File: src/verilog/desc_buffer_cfg_pkg.sv
package desc_buffer_cfg_pkg;

    ////////////////////
    // Slot geometry
    ////////////////////

    // Bits per descriptor element
    localparam int element_width = 8;
    // Elements carried by one slot
    localparam int simd = 8;
    localparam int elements_per_descriptor = 32;
    // Four slots make one descriptor
    localparam int slots_per_descriptor = elements_per_descriptor / simd;
    localparam int slot_index_width = $clog2(slots_per_descriptor);
    localparam int slot_data_width = element_width * simd;

    ////////////////////
    // Buffer depth
    ////////////////////

    // Keypoints held at once
    localparam int keypoint_depth = 16;
    localparam int keypoint_index_width = $clog2(keypoint_depth);
    // One entry per slot
    localparam int entry_depth = keypoint_depth * slots_per_descriptor;
    localparam int entry_address_width = $clog2(entry_depth);
    // Width of the load count and keypoint totals
    localparam int count_width = 16;

    // Read side state, empty until an unread entry exists
    typedef enum logic {
        read_empty,
        read_ready
    } read_state_t;

endpackage

File: src/verilog/slot_position_if.sv
`timescale 1ns/1ps

// Slot and keypoint position with its boundary flags
interface slot_position_if;

    // Slot inside the current keypoint
    logic [desc_buffer_cfg_pkg::slot_index_width-1:0]     slot_index;
    logic                                                  slot_first;
    logic                                                  slot_last;

    // Keypoint inside the buffer
    logic [desc_buffer_cfg_pkg::keypoint_index_width-1:0] keypoint_index;
    logic                                                  keypoint_first;
    logic                                                  keypoint_last;

    // Owner of the position
    modport counter (
        output slot_index,
        output slot_first,
        output slot_last,
        output keypoint_index,
        output keypoint_first,
        output keypoint_last
    );

    // Anyone that only looks at it
    modport user (
        input slot_index,
        input slot_first,
        input slot_last,
        input keypoint_index,
        input keypoint_first,
        input keypoint_last
    );

endinterface

File: src/verilog/read_sequencer.sv
`timescale 1ns/1ps

// Tracks what is loaded and decides when a read may proceed
module read_sequencer (
    input  logic                                                buffer_load_clk,
    input  logic                                                rst,
    input  logic                                                load_clear,
    input  logic                                                load_write,
    input  logic                                                advance_request,
    slot_position_if.user                                       read_pos,
    output logic                                                advance,
    output logic [desc_buffer_cfg_pkg::entry_address_width:0]   entry_count,
    output logic [desc_buffer_cfg_pkg::count_width-1:0]         keypoints_loaded,
    output logic                                                buffer_empty,
    output logic                                                buffer_read_valid
);

    desc_buffer_cfg_pkg::read_state_t state;

    logic [desc_buffer_cfg_pkg::entry_address_width-1:0] read_address;
    logic                                                keypoint_complete;
    logic                                                entries_waiting;

    // Same address the entry store reads from
    assign read_address = {read_pos.keypoint_index, read_pos.slot_index};

    // Fourth slot of a keypoint, count low bits all ones before the write
    assign keypoint_complete =
        load_write && (entry_count[desc_buffer_cfg_pkg::slot_index_width-1:0] == '1);

    // Unread entries beyond the read address
    assign entries_waiting = (entry_count > {1'b0, read_address});

    ////////////////////
    // Load bookkeeping
    ////////////////////

    always_ff @(posedge buffer_load_clk) begin
        if (rst || load_clear) begin
            entry_count      <= '0;
            keypoints_loaded <= '0;
        end else begin
            if (load_write) begin
                entry_count <= entry_count + 1'b1;
            end
            // Whole keypoints only, read counter wraps on this
            if (keypoint_complete) begin
                keypoints_loaded <= keypoints_loaded + 1'b1;
            end
        end
    end

    ////////////////////
    // Read FSM
    ////////////////////

    // Follows the compare one cycle late
    always_ff @(posedge buffer_load_clk) begin
        if (rst) begin
            state <= desc_buffer_cfg_pkg::read_empty;
        end else if (entries_waiting) begin
            state <= desc_buffer_cfg_pkg::read_ready;
        end else begin
            state <= desc_buffer_cfg_pkg::read_empty;
        end
    end

    // Requests dropped while empty
    assign advance      = advance_request && (state == desc_buffer_cfg_pkg::read_ready);
    assign buffer_empty = (state == desc_buffer_cfg_pkg::read_empty);

    // Data comes out of the registered read one cycle after advance
    always_ff @(posedge buffer_load_clk) begin
        if (rst) begin
            buffer_read_valid <= 1'b0;
        end else begin
            buffer_read_valid <= advance;
        end
    end

endmodule

File: src/flat_wrapper.sv
// flat-port wrapper written by rule: the top's interface ports become plain ports
module read_sequencer_flat 
  (buffer_load_clk, rst, load_clear, load_write, advance_request, advance, entry_count, keypoints_loaded, buffer_empty, buffer_read_valid, read_pos_slot_index, read_pos_slot_first, read_pos_slot_last, read_pos_keypoint_index, read_pos_keypoint_first, read_pos_keypoint_last);
  slot_position_if read_pos_i ();
  input  logic buffer_load_clk;
  input  logic rst;
  input  logic load_clear;
  input  logic load_write;
  input  logic advance_request;
  output logic advance;
  output logic [desc_buffer_cfg_pkg::entry_address_width:0] entry_count;
  output logic [desc_buffer_cfg_pkg::count_width-1:0] keypoints_loaded;
  output logic buffer_empty;
  output logic buffer_read_valid;
  input wire logic [$bits(read_pos_i.slot_index)-1:0] read_pos_slot_index;
  input wire logic [$bits(read_pos_i.slot_first)-1:0] read_pos_slot_first;
  input wire logic [$bits(read_pos_i.slot_last)-1:0] read_pos_slot_last;
  input wire logic [$bits(read_pos_i.keypoint_index)-1:0] read_pos_keypoint_index;
  input wire logic [$bits(read_pos_i.keypoint_first)-1:0] read_pos_keypoint_first;
  input wire logic [$bits(read_pos_i.keypoint_last)-1:0] read_pos_keypoint_last;
  assign read_pos_i.slot_index = read_pos_slot_index;
  assign read_pos_i.slot_first = read_pos_slot_first;
  assign read_pos_i.slot_last = read_pos_slot_last;
  assign read_pos_i.keypoint_index = read_pos_keypoint_index;
  assign read_pos_i.keypoint_first = read_pos_keypoint_first;
  assign read_pos_i.keypoint_last = read_pos_keypoint_last;
  read_sequencer u_core (.buffer_load_clk(buffer_load_clk), .rst(rst), .load_clear(load_clear), .load_write(load_write), .advance_request(advance_request), .read_pos(read_pos_i), .advance(advance), .entry_count(entry_count), .keypoints_loaded(keypoints_loaded), .buffer_empty(buffer_empty), .buffer_read_valid(buffer_read_valid));
endmodule
File: config.mk
export PLATFORM = sky130hd
export DESIGN_NAME = read_sequencer_flat
export DESIGN_NICKNAME = d
export VERILOG_FILES = /design/src/verilog/desc_buffer_cfg_pkg.sv /design/src/verilog/slot_position_if.sv /design/src/verilog/read_sequencer.sv /design/src/flat_wrapper.sv
export SDC_FILE = /design/constraint.sdc
export NUM_CORES = 1
export LEC_CHECK = 0
export BUFFER_PORTS_ARGS = -buffer_cell sky130_fd_sc_hd__clkbuf_2
export CORE_MARGIN = 8
export CORE_UTILIZATION = 28
export DETAILED_ROUTE_END_ITERATION = 8
export PLACE_DENSITY_LB_ADDON = 0.1
export SYNTH_ARGS = -nofsm -noshare
export SYNTH_HDL_FRONTEND = slang
export SYNTH_SLANG_ARGS = --single-unit
File: constraint.sdc
create_clock -name buffer_load_clk -period 2 [get_ports buffer_load_clk]
set_clock_uncertainty 0.1 [all_clocks]
set_input_delay 0.3 -clock buffer_load_clk [delete_from_list [all_inputs] [get_ports buffer_load_clk]]
set_output_delay 0.3 -clock buffer_load_clk [all_outputs]
set_load 0.01 [all_outputs]
==> impl_metrics.py <==
metrics = {
    "timing": {
        "finalSetupViolations": 0,
        "timing.final.ws_setup_ns": 0.298,
        "clock.fmax_mhz": 587,
        "slew_violations": 0,
        "finalCritPeriodShare_pct": 85.1,
        "fin_crit_ns": 1.70,
        "tns_ns": 0,
        "rsz0062_at_grt": "false",
        "tightest_slew_ns": 0.430,
        "slew_headroom_pct": 71.3,
        "hold_violations": 0,
    },
    "die": {
        "start_util_pct": 29.0,
        "fp-row-count": 24,
        "die_area_sq_um": 6870,
        "chipWidth_microns": 82.9,
        "core_sq_um": 4320,
        "die_h_microns": 82.9,
        "io_pins": 41,
    },
    "finish": {
        "layout.cells.non_filler": 234,
        "ff_latch_area_sq_um": 500,
        "fin_nets": 206,
        "drive_above_1_share_pct": 25.3,
        "n_antenna_cell": 0,
        "area_growth_pct": 22.7,
        "fillers": 492,
        "multi_input_area_sq_um": 701,
    },
    "drt": {
        "wl_per_cell_microns": 12.2,
        "drcViolationCount": 0,
        "totalWireLength_mm": 2.87,
        "drt_iter0_drc": 42,
        "vias": 1079,
        "viasPerCell": 4.61,
        "first_pass_iters": 4,
        "ant_nets": 0,
    },
    "synthesis": {
        "async_flop_share_pct": 0,
        "synth_ff_type": "dfxtp_1",
        "synthCells": 145,
        "syn_area_per_cell_sq_um": 8.64,
        "syn_nets": 168,
        "synth_warnings": 0,
        "yosysTopAreaCell": "dfxtp_1",
        "ys_top_cells_by_area": "dfxtp_1 40%, ha_1 8.0%, nor2_1 6.6%",
        "ys_seq_elements": 25,
        "synth_most_common_cell": "dfxtp_1",
        "synth_cell_type_count": 30,
        "ys_seq_area_share_pct": 40.0,
        "synth_edf_count": 0,
        "synth_top_area_share_pct": 40.0,
        "syn_area_sq_um": 1250,
        "synthTopCellsByCount": "25 x dfxtp_1, 22 x nor2_1, 12 x nand2_1, 9 x inv_1",
    },
    "setup_path": {
        "rr_startpoint": "u_core.entry_count[0]$_SDFFE_PP0P_",
        "r2r_cells": 5,
        "critPathMaxFanout": 5,
        "cp-end-kind": "register",
        "crit_type": "register to register",
        "crit_path_start": "u_core.entry_count[0]$_SDFFE_PP0P_",
        "start_kind": "register",
        "critical_path_arrival_ns": 1.77,
        "crit_end": "u_core.keypoints_loaded[9]$_SDFFE_PP0P_",
        "r2r_slack_ns": 0.30,
        "rr_endpoint": "u_core.keypoints_loaded[9]$_SDFFE_PP0P_",
        "required_ns": 2.07,
    },
    "global_routing": {
        "grt_pass1_vias": 1015,
        "gr-max-usage-layer": "met2",
        "antenna_found_initial": 0,
        "grt_pass1_wl_mm": 4.81,
        "use_met1_pct": 10.6,
        "grt_max_degree": 22,
        "grt_util_met2_pct": 12.4,
        "grtUsageTotal_pct": 8.20,
        "globalRouteMet3Util_pct": 2.34,
        "gr-total-overflow": 0,
    },
    "flow_run": {
        "drv_cap": 0,
    },
    "place": {
        "post-dp-hpwl_mm": 2.26,
        "io_buffers": 36,
        "gp_congestion": 0.730,
        "pre_cts_ws_ns": 0.289,
        "dp.cells": 230,
    },
    "clock_network": {
        "root_buffer": "clkbuf_8",
        "cts_sinks": 25,
        "ctsResizeCount": 0,
        "postCtsHoldBufs": 0,
        "cts_setup_buffers": 0,
        "cts_buffers": 3,
        "cts_max_path_buffers": 2,
        "clk_pin_slew_ns": 0.09,
        "cts_tree": "done",
        "h-tree-depth": 1,
        "worstSkewPairLatency_ns": 0.27,
    },
    "outcome": {
        "status": "finished, final reports clean",
    },
    "pwr": {
        "net-switching-power_mw": 0.190,
        "p_per_area_nw_per_um2": 553,
        "seqPwrFrac_pct": 59.0,
        "clkPwrFrac_pct": 35.7,
        "p_comb_share_pct": 5.3,
        "swShare_pct": 22.4,
        "leakagePower_nw": 0.649,
        "p_int_mw": 0.659,
        "p_total_mw": 0.849,
        "ir_drop_mv": 0.199,
    },
    "hold_path": {
        "hold_class": "primary input to register",
        "hold_depth": 2,
    },
}
power by group through the flow:
stage / combinational [mW] / sequential (mW) / clock, mW
floorplan: 0.0270 / 0.513 / 0
global placement: 0.0443 / 0.513 / 0
detailed placement: 0.0455 / 0.513 / 0
CTS: 0.0461 / 0.501 / 0.322
global route: 0.0517 / 0.502 / 0.344
finish: 0.0450 / 0.501 / 0.303
stage by stage:
stage	util [%]	hold WS [ns]	instance area [sq um]
after CTS	35.5	0.148	1540
after global placement	34.4	0.357	1490
final	35.5	0.153	1540
after floorplan	-	0.272	1250
after detailed placement	34.4	0.364	1490
after global routing	35.5	0.162	1540
layout by cell type (no fill, tap or decap), types with 2 or more instances in the layout:
master,n
nor3_1,5
nor2_1,22
nand2_1,12
nand4_1,8
a211oi_1,2
xnor2_1,8
dfxtp_1,25
ha_1,8
a21oi_1,4
o21ai_0,3
inv_1,9
clkbuf_2,36
nand3_1,7
nor4_2,2
or3_1,4
mux2i_1,3
nor2b_1,2
clkbuf_8,3
xor2_1,7
layer usage:
metal	share of wire (%)	wire length (microns)
met2	44	1260
met3	4.6	131
met4	0.66	19
met1	51	1450
met5	0	0
worst min-delay path by stage:
stage	from	endpoint
final	rst	u_core.buffer_read_valid$_SDFF_PP0_
after floorplan	rst	u_core.buffer_read_valid$_SDFF_PP0_
after global placement	u_core.keypoints_loaded[15]$_SDFFE_PP0P_	u_core.keypoints_loaded[15]$_SDFFE_PP0P_
after detailed placement	u_core.keypoints_loaded[15]$_SDFFE_PP0P_	u_core.keypoints_loaded[15]$_SDFFE_PP0P_
after CTS	rst	u_core.buffer_read_valid$_SDFF_PP0_
after global routing	rst	u_core.buffer_read_valid$_SDFF_PP0_
cells by family after synthesis:
logic type	count (synthesis)	synth area share, %
AOI/OAI and AO/OA	13	6.49
and+or+nand+nor	68	28.6
DFF	25	40.0
buffers and inverters	13	4.10
muxes	3	2.40
adders and majority gates	8	7.99
xor gates and xnor gates	15	10.5
sequential cells by signal (all words and copies together), names as in the netlist:
register,flops
u_core.keypoints_loaded,16
u_core.entry_count,7
u_core.buffer_read_valid,1
u_core.state,1
worst max-delay path, cell delays in order, from the launching register on:
cell and delay, ns:
dfxtp_1 0.43, ha_1 0.25, nand3_1 0.14, nor2_1 0.37, nand3_1 0.16, mux2i_1 0.14
cell type report:
type,count,area share [%]
Multi-Input combinational cell,107,45.6
Sequential cell,25,32.6
Timing Repair Buffer,37,12.2
Tap cell,52,4.23
Clock buffer,3,2.69
Inverter,9,2.20
Clock inverter,1,0.489
No activity file was read; power rests on OpenSTA's default activity.
