<file path="config.mk">
export PLATFORM = sky130hd
export DESIGN_NAME = slot_keypoint_counter_flat
export DESIGN_NICKNAME = d
export VERILOG_FILES = /design/src/verilog/desc_buffer_cfg_pkg.sv /design/src/verilog/slot_position_if.sv /design/src/verilog/slot_keypoint_counter.sv /design/src/flat_wrapper.sv
export SDC_FILE = /design/constraint.sdc
export NUM_CORES = 1
export LEC_CHECK = 0
export ABC_AREA = 1
export BUFFER_PORTS_ARGS = -buffer_cell sky130_fd_sc_hd__buf_4
export CAP_MARGIN = 20
export CORE_ASPECT_RATIO = 0.75
export CORE_UTILIZATION = 55
export CTS_CLUSTER_SIZE = 24
export DETAILED_ROUTE_END_ITERATION = 7
export GPL_ROUTABILITY_DRIVEN = 0
export MAX_ROUTING_LAYER = met4
export PLACE_DENSITY = 0.85
export SETUP_SLACK_MARGIN = 0.02
export SLEW_MARGIN = 15
export SYNTH_ARGS = -nofsm -noshare
export SYNTH_HDL_FRONTEND = slang
export SYNTH_SLANG_ARGS = --single-unit
export TNS_END_PERCENT = 30
</file>
<file path="constraint.sdc">
create_clock -name buffer_load_clk -period 4.12 [get_ports buffer_load_clk]
set_clock_uncertainty 0.05 [all_clocks]
set_input_delay 0.206 -clock buffer_load_clk [delete_from_list [all_inputs] [get_ports buffer_load_clk]]
set_output_delay 0.206 -clock buffer_load_clk [all_outputs]
set_load 0.03 [all_outputs]
</file>
<file path="src/verilog/desc_buffer_cfg_pkg.sv">
package desc_buffer_cfg_pkg;

    ////////////////////
    // Slot geometry
    ////////////////////

    // Bits per descriptor element
    localparam int element_width = 8;
    // Elements carried by one slot
    localparam int simd = 8;
    localparam int elements_per_descriptor = 32;
    // Four slots make one descriptor
    localparam int slots_per_descriptor = elements_per_descriptor / simd;
    localparam int slot_index_width = $clog2(slots_per_descriptor);
    localparam int slot_data_width = element_width * simd;

    ////////////////////
    // Buffer depth
    ////////////////////

    // Keypoints held at once
    localparam int keypoint_depth = 16;
    localparam int keypoint_index_width = $clog2(keypoint_depth);
    // One entry per slot
    localparam int entry_depth = keypoint_depth * slots_per_descriptor;
    localparam int entry_address_width = $clog2(entry_depth);
    // Width of the load count and keypoint totals
    localparam int count_width = 16;

    // Read side state, empty until an unread entry exists
    typedef enum logic {
        read_empty,
        read_ready
    } read_state_t;

endpackage

</file>
<file path="src/verilog/slot_position_if.sv">
`timescale 1ns/1ps

// Slot and keypoint position with its boundary flags
interface slot_position_if;

    // Slot inside the current keypoint
    logic [desc_buffer_cfg_pkg::slot_index_width-1:0]     slot_index;
    logic                                                  slot_first;
    logic                                                  slot_last;

    // Keypoint inside the buffer
    logic [desc_buffer_cfg_pkg::keypoint_index_width-1:0] keypoint_index;
    logic                                                  keypoint_first;
    logic                                                  keypoint_last;

    // Owner of the position
    modport counter (
        output slot_index,
        output slot_first,
        output slot_last,
        output keypoint_index,
        output keypoint_first,
        output keypoint_last
    );

    // Anyone that only looks at it
    modport user (
        input slot_index,
        input slot_first,
        input slot_last,
        input keypoint_index,
        input keypoint_first,
        input keypoint_last
    );

endinterface

</file>
<file path="src/verilog/slot_keypoint_counter.sv">
`timescale 1ns/1ps

// Two-level position counter, slots inside keypoints
// Keypoint index wraps after keypoint_limit keypoints
module slot_keypoint_counter (
    input  logic                                        buffer_load_clk,
    input  logic                                        rst,
    input  logic                                        clear,
    input  logic                                        step,
    input  logic [desc_buffer_cfg_pkg::count_width-1:0] keypoint_limit,
    slot_position_if.counter                            pos
);

    ////////////////////
    // Position registers
    ////////////////////

    logic [desc_buffer_cfg_pkg::slot_index_width-1:0]     slot_index;
    logic [desc_buffer_cfg_pkg::keypoint_index_width-1:0] keypoint_index;

    // Flags decoded from the indices
    logic slot_first;
    logic slot_last;
    logic keypoint_first;
    logic keypoint_last;

    // Last slot of a descriptor, index 3
    assign slot_first = (slot_index == '0);
    assign slot_last  = (slot_index ==
        desc_buffer_cfg_pkg::slot_index_width'(desc_buffer_cfg_pkg::slots_per_descriptor - 1));

    // Keypoint index widened to the limit width for the compare
    // A zero limit never matches, so no early wrap
    assign keypoint_first = (keypoint_index == '0);
    assign keypoint_last  =
        (desc_buffer_cfg_pkg::count_width'(keypoint_index) ==
         keypoint_limit - desc_buffer_cfg_pkg::count_width'(1));

    always_ff @(posedge buffer_load_clk) begin
        if (rst || clear) begin
            slot_index     <= '0;
            keypoint_index <= '0;
        end else if (step) begin
            if (slot_last) begin
                // Descriptor done, move to next keypoint
                slot_index <= '0;
                if (keypoint_last) begin
                    // Past the last keypoint, back to 0
                    keypoint_index <= '0;
                end else begin
                    keypoint_index <= keypoint_index + 1'b1;
                end
            end else begin
                slot_index <= slot_index + 1'b1;
            end
        end
    end

    ////////////////////
    // Drive the interface
    ////////////////////

    assign pos.slot_index     = slot_index;
    assign pos.slot_first     = slot_first;
    assign pos.slot_last      = slot_last;
    assign pos.keypoint_index = keypoint_index;
    assign pos.keypoint_first = keypoint_first;
    assign pos.keypoint_last  = keypoint_last;

endmodule

</file>
<file path="src/flat_wrapper.sv">
// flat-port wrapper written by rule: the top's interface ports become plain ports
module slot_keypoint_counter_flat 
  (buffer_load_clk, rst, clear, step, keypoint_limit, pos_slot_index, pos_slot_first, pos_slot_last, pos_keypoint_index, pos_keypoint_first, pos_keypoint_last);
  slot_position_if pos_i ();
  input  logic buffer_load_clk;
  input  logic rst;
  input  logic clear;
  input  logic step;
  input  logic [desc_buffer_cfg_pkg::count_width-1:0] keypoint_limit;
  output wire logic [$bits(pos_i.slot_index)-1:0] pos_slot_index;
  output wire logic [$bits(pos_i.slot_first)-1:0] pos_slot_first;
  output wire logic [$bits(pos_i.slot_last)-1:0] pos_slot_last;
  output wire logic [$bits(pos_i.keypoint_index)-1:0] pos_keypoint_index;
  output wire logic [$bits(pos_i.keypoint_first)-1:0] pos_keypoint_first;
  output wire logic [$bits(pos_i.keypoint_last)-1:0] pos_keypoint_last;
  assign pos_slot_index = pos_i.slot_index;
  assign pos_slot_first = pos_i.slot_first;
  assign pos_slot_last = pos_i.slot_last;
  assign pos_keypoint_index = pos_i.keypoint_index;
  assign pos_keypoint_first = pos_i.keypoint_first;
  assign pos_keypoint_last = pos_i.keypoint_last;
  slot_keypoint_counter u_core (.buffer_load_clk(buffer_load_clk), .rst(rst), .clear(clear), .step(step), .keypoint_limit(keypoint_limit), .pos(pos_i));
endmodule
</file>
==> out/summary.txt <==
number of warnings issued by yosys -> 0
cell count after synthesis -> 184
number of port buffers -> 29
number of buffers on the longest clock path -> 2
Antenna Nets Post-Route -> 0
cell with the largest stage delay on the worst path -> ha_1
num ports -> 30
clock share of power -> 31.1%
CTS Hold Bufs -> 0
final worst setup slack -> 2.05 ns
drt total wl -> 2710 um
Max Freq -> 0.484 GHz
y dimension of the die -> 38.3 um
via density per instance -> 5.27
family with the most delay on the worst path -> simple AND/OR/NAND/NOR gates
setup_tns -> 0 ns
initial core utilization -> 61.8%
number of antenna violations at the first check in global routing -> 0
Core Rows -> 12
H-tree Lvls -> 1
Total Power Consumption -> 188 uW
top cells by area in the synthesized netlist -> nand2_1 21%, nor2_1 15%, dfxtp_1 12%, inv_1 12%, nand3_1 9.3%
path depth of the worst reg2reg path -> 10
syn_nets -> 209
final worst path period need -> 2.07 ns
startpoint of the lowest-slack hold path -> rst
horizontal die dimension -> 50.4 um
aggregate global-route resource usage -> 31.1%
Placed Instance Area -> 0.00121 mm^2
CP Class -> in -> out
GR Overflow Total -> 0
maximum vdd drop -> 0.000128 V
maximum number of pins on one net before global-route repair -> 9
path class of the lowest-slack min-delay path -> in -> reg
endpoint required time on the critical path -> 3.86 ns
clk root buf -> clkbuf_4
status -> finished, final reports clean
cell type with the highest aggregate area in the netlist -> nand2_1
Startpoint Class -> primary input
number of violations reported at the end of detailed-routing iteration 0 -> 51
mean instance size in the synthesized netlist -> 5.24 um^2
DR WL/cell -> 11.4 um
placement-stage worst setup slack -> 2.10 ns
MaxCap Viol Count -> 0
Resize count post-CTS -> 0
count of vias placed by the detailed router -> 1248
share of power burned in combinational logic -> 37.1%
chain of cells forming the critical path -> buf_4 > inv_1 > ha_1 > nand2_2 > nor2_4 > nand2_1 > nand2_1 > nand2_1 > nor2_1 > nand2_1 > nor2_1 > nand2_1 > inv_1 > buf_4
endpoint of the lowest-slack register-to-register path -> u_core.pos.keypoint_index[3]$_SDFFE_PP0P_
count of buffers added by post-CTS timing repair for setup -> 0
total clock buffers created by CTS -> 3
worst setup slack for register-to-register paths -> 2.50 ns
sequential cell fraction of total power -> 31.8%
area of the mapped netlist -> 965 um^2
switching power -> 68.2 uW
Placed Cells incl. Taps -> 234
sort of element at the end of the critical path -> output port
total setup violations reported at the end of the flow -> 0
pin slew with the least headroom to its limit -> 0.302 ns
insertion delay of the later-clocked pin in the worst-skew pair -> 0.25 ns
number of global-route vias before repair -> 1046
share of layout cells above drive strength 1 -> 19.9%
DP Wirelength -> 2230 um
Die Area -> 0.00193 mm^2
fraction of post-synthesis cell area in the top cell type by area -> 21.4%
cell internal power dissipation -> 120 uW
first-pass GRT wire length -> 4220 um
critical path fanouts, max -> 6
final instance count without filler cells -> 237
worst reg2reg path startpoint -> u_core.pos.keypoint_index[1]$_SDFFE_PP0P_
clock edge transition at the registers on the reported setup and hold paths -> 0.05 ns
data arrival at the endpoint of the critical path -> 1.81 ns
sequential cell area fraction in the yosys report -> 12.5%
Leakage Power -> 0.670 nW
Hold Crit Depth -> 2
post-route standard cell area excluding fillers -> 0.00123 mm^2
count of pins over their slew limit -> 0
PD cells -> 153 mW/mm^2
area growth from synthesis to layout -> 27.6%
NumNets Final -> 243
number of hold violations in the final report -> 0
first-pass iteration count of the detailed router -> 4
headroom to the max-slew limit -> 79.6%
TritonCTS clock tree -> done
net switching fraction of the power -> 36.2%
Core Region -> 0.00156 mm^2
WHS Endpoint -> u_core.pos.slot_index[0]$_SDFFE_PP0P_
setup repair after global routing missed its margin -> no
# diodes -> 0
cell occurring most often along the worst timing path -> nand2_1
Filler Cell Count -> 127
number of clock sinks -> 6
post-synthesis sequential element count -> 6
post-synthesis cell type count -> 18
fin crit share -> 50.1%
final routed DRC violation total -> 0
max incr delay on CP -> 0.25 ns
number of buffers and inverters on the critical path -> 4
how the worst max path moves through the flow:
stage                 startpoint           endpoint  slack (ns)  cells past startpoint
3_3_place_gp   keypoint_limit[0]  pos_keypoint_last        2.18                     14
6_report       keypoint_limit[0]  pos_keypoint_last        2.05                     14
3_5_place_dp   keypoint_limit[0]  pos_keypoint_last        2.10                     14
2_1_floorplan  keypoint_limit[0]  pos_keypoint_last        2.41                     12
4_1_cts        keypoint_limit[0]  pos_keypoint_last        2.10                     14
5_1_grt        keypoint_limit[0]  pos_keypoint_last        1.92                     14
area by class of cell:
cell class	count	area (um^2)	area share (%)
clock buffers	3	22.5	1.83
repair buffers	29	218	17.7
flip-flops and latches	6	120	9.76
multi-input cells	148	732	59.5
inverters	30	113	9.15
well taps	21	26.3	2.13
state kept, by name, summed over array words and instances (netlist names):
name and cells:
u_core.pos.keypoint_index 4, u_core.pos.slot_index 2
power by group through the flow:
stage / combinational, mW / sequential [mW] / clock, mW
2_1_floorplan: 0.0369 / 0.0626 / 0
4_1_cts: 0.0685 / 0.0599 / 0.0598
5_1_grt: 0.0761 / 0.0599 / 0.0618
6_report: 0.0700 / 0.0599 / 0.0585
3_5_place_dp: 0.0680 / 0.0610 / 0
3_3_place_gp: 0.0653 / 0.0610 / 0
cell usage after synthesis:
| cell type | number |
|---|---|
| nand2_2 | 3 |
| xor2_1 | 5 |
| nor2_8 | 1 |
| nand4_1 | 2 |
| nand3b_1 | 1 |
| ha_1 | 5 |
| nand2_1 | 55 |
| nand3_2 | 1 |
| nand2_4 | 1 |
| nor2_2 | 3 |
| nor2_1 | 38 |
| nor3_1 | 4 |
| nor2_4 | 2 |
| o21ai_0 | 6 |
| dfxtp_1 | 6 |
| inv_1 | 30 |
| a21oi_1 | 3 |
| nand3_1 | 18 |
per-layer routing:
| metal | vias up | track usage (%) | wire length, um | share of wire [%] |
|---|---|---|---|---|
| li1 | 631 | - | - | - |
| met1 | 541 | 34.4 | 1140 | 42 |
| met2 | 68 | 55.7 | 1280 | 47 |
| met3 | 8 | 7.54 | 245 | 9.1 |
| met4 | 0 | 11.1 | 43 | 1.6 |
| met5 | - | - | 0 | 0 |
stage by stage:
stage	hold WS (ns)	utilization (%)
CTS	0.0712	78.8
global route	0.0757	78.8
global placement	0.326	77.4
floorplan	0.233	-
finish	0.0723	78.8
detailed placement	0.340	77.4
logic make-up (layout without fill, tap and decap cells):
group	count (synthesis)	count (layout)	synth area share [%]
buf+inv	30	62	11.7
compound gates	9	9	4.67
xor+xnor	5	5	4.54
fa+ha+maj	5	5	6.49
simple gates	129	129	60.2
flops	6	6	12.5
cells in the final DEF (no fill, tap or decap):
cell type | netlist | layout
nand3_1 | 18 | 18
dfxtp_1 | 6 | 6
nor2_1 | 38 | 38
nor2_2 | 3 | 3
nor3_1 | 4 | 4
nand3_2 | 1 | 1
nand2_2 | 3 | 3
nor2_8 | 1 | 1
ha_1 | 5 | 5
o21ai_0 | 6 | 6
clkbuf_4 | 0 | 3
nand2_4 | 1 | 1
buf_4 | 0 | 29
nand2_1 | 55 | 55
xor2_1 | 5 | 5
nor2_4 | 2 | 2
nand4_1 | 2 | 2
inv_1 | 30 | 30
nand3b_1 | 1 | 1
a21oi_1 | 3 | 3
No activity file was read; power rests on OpenSTA's default activity.
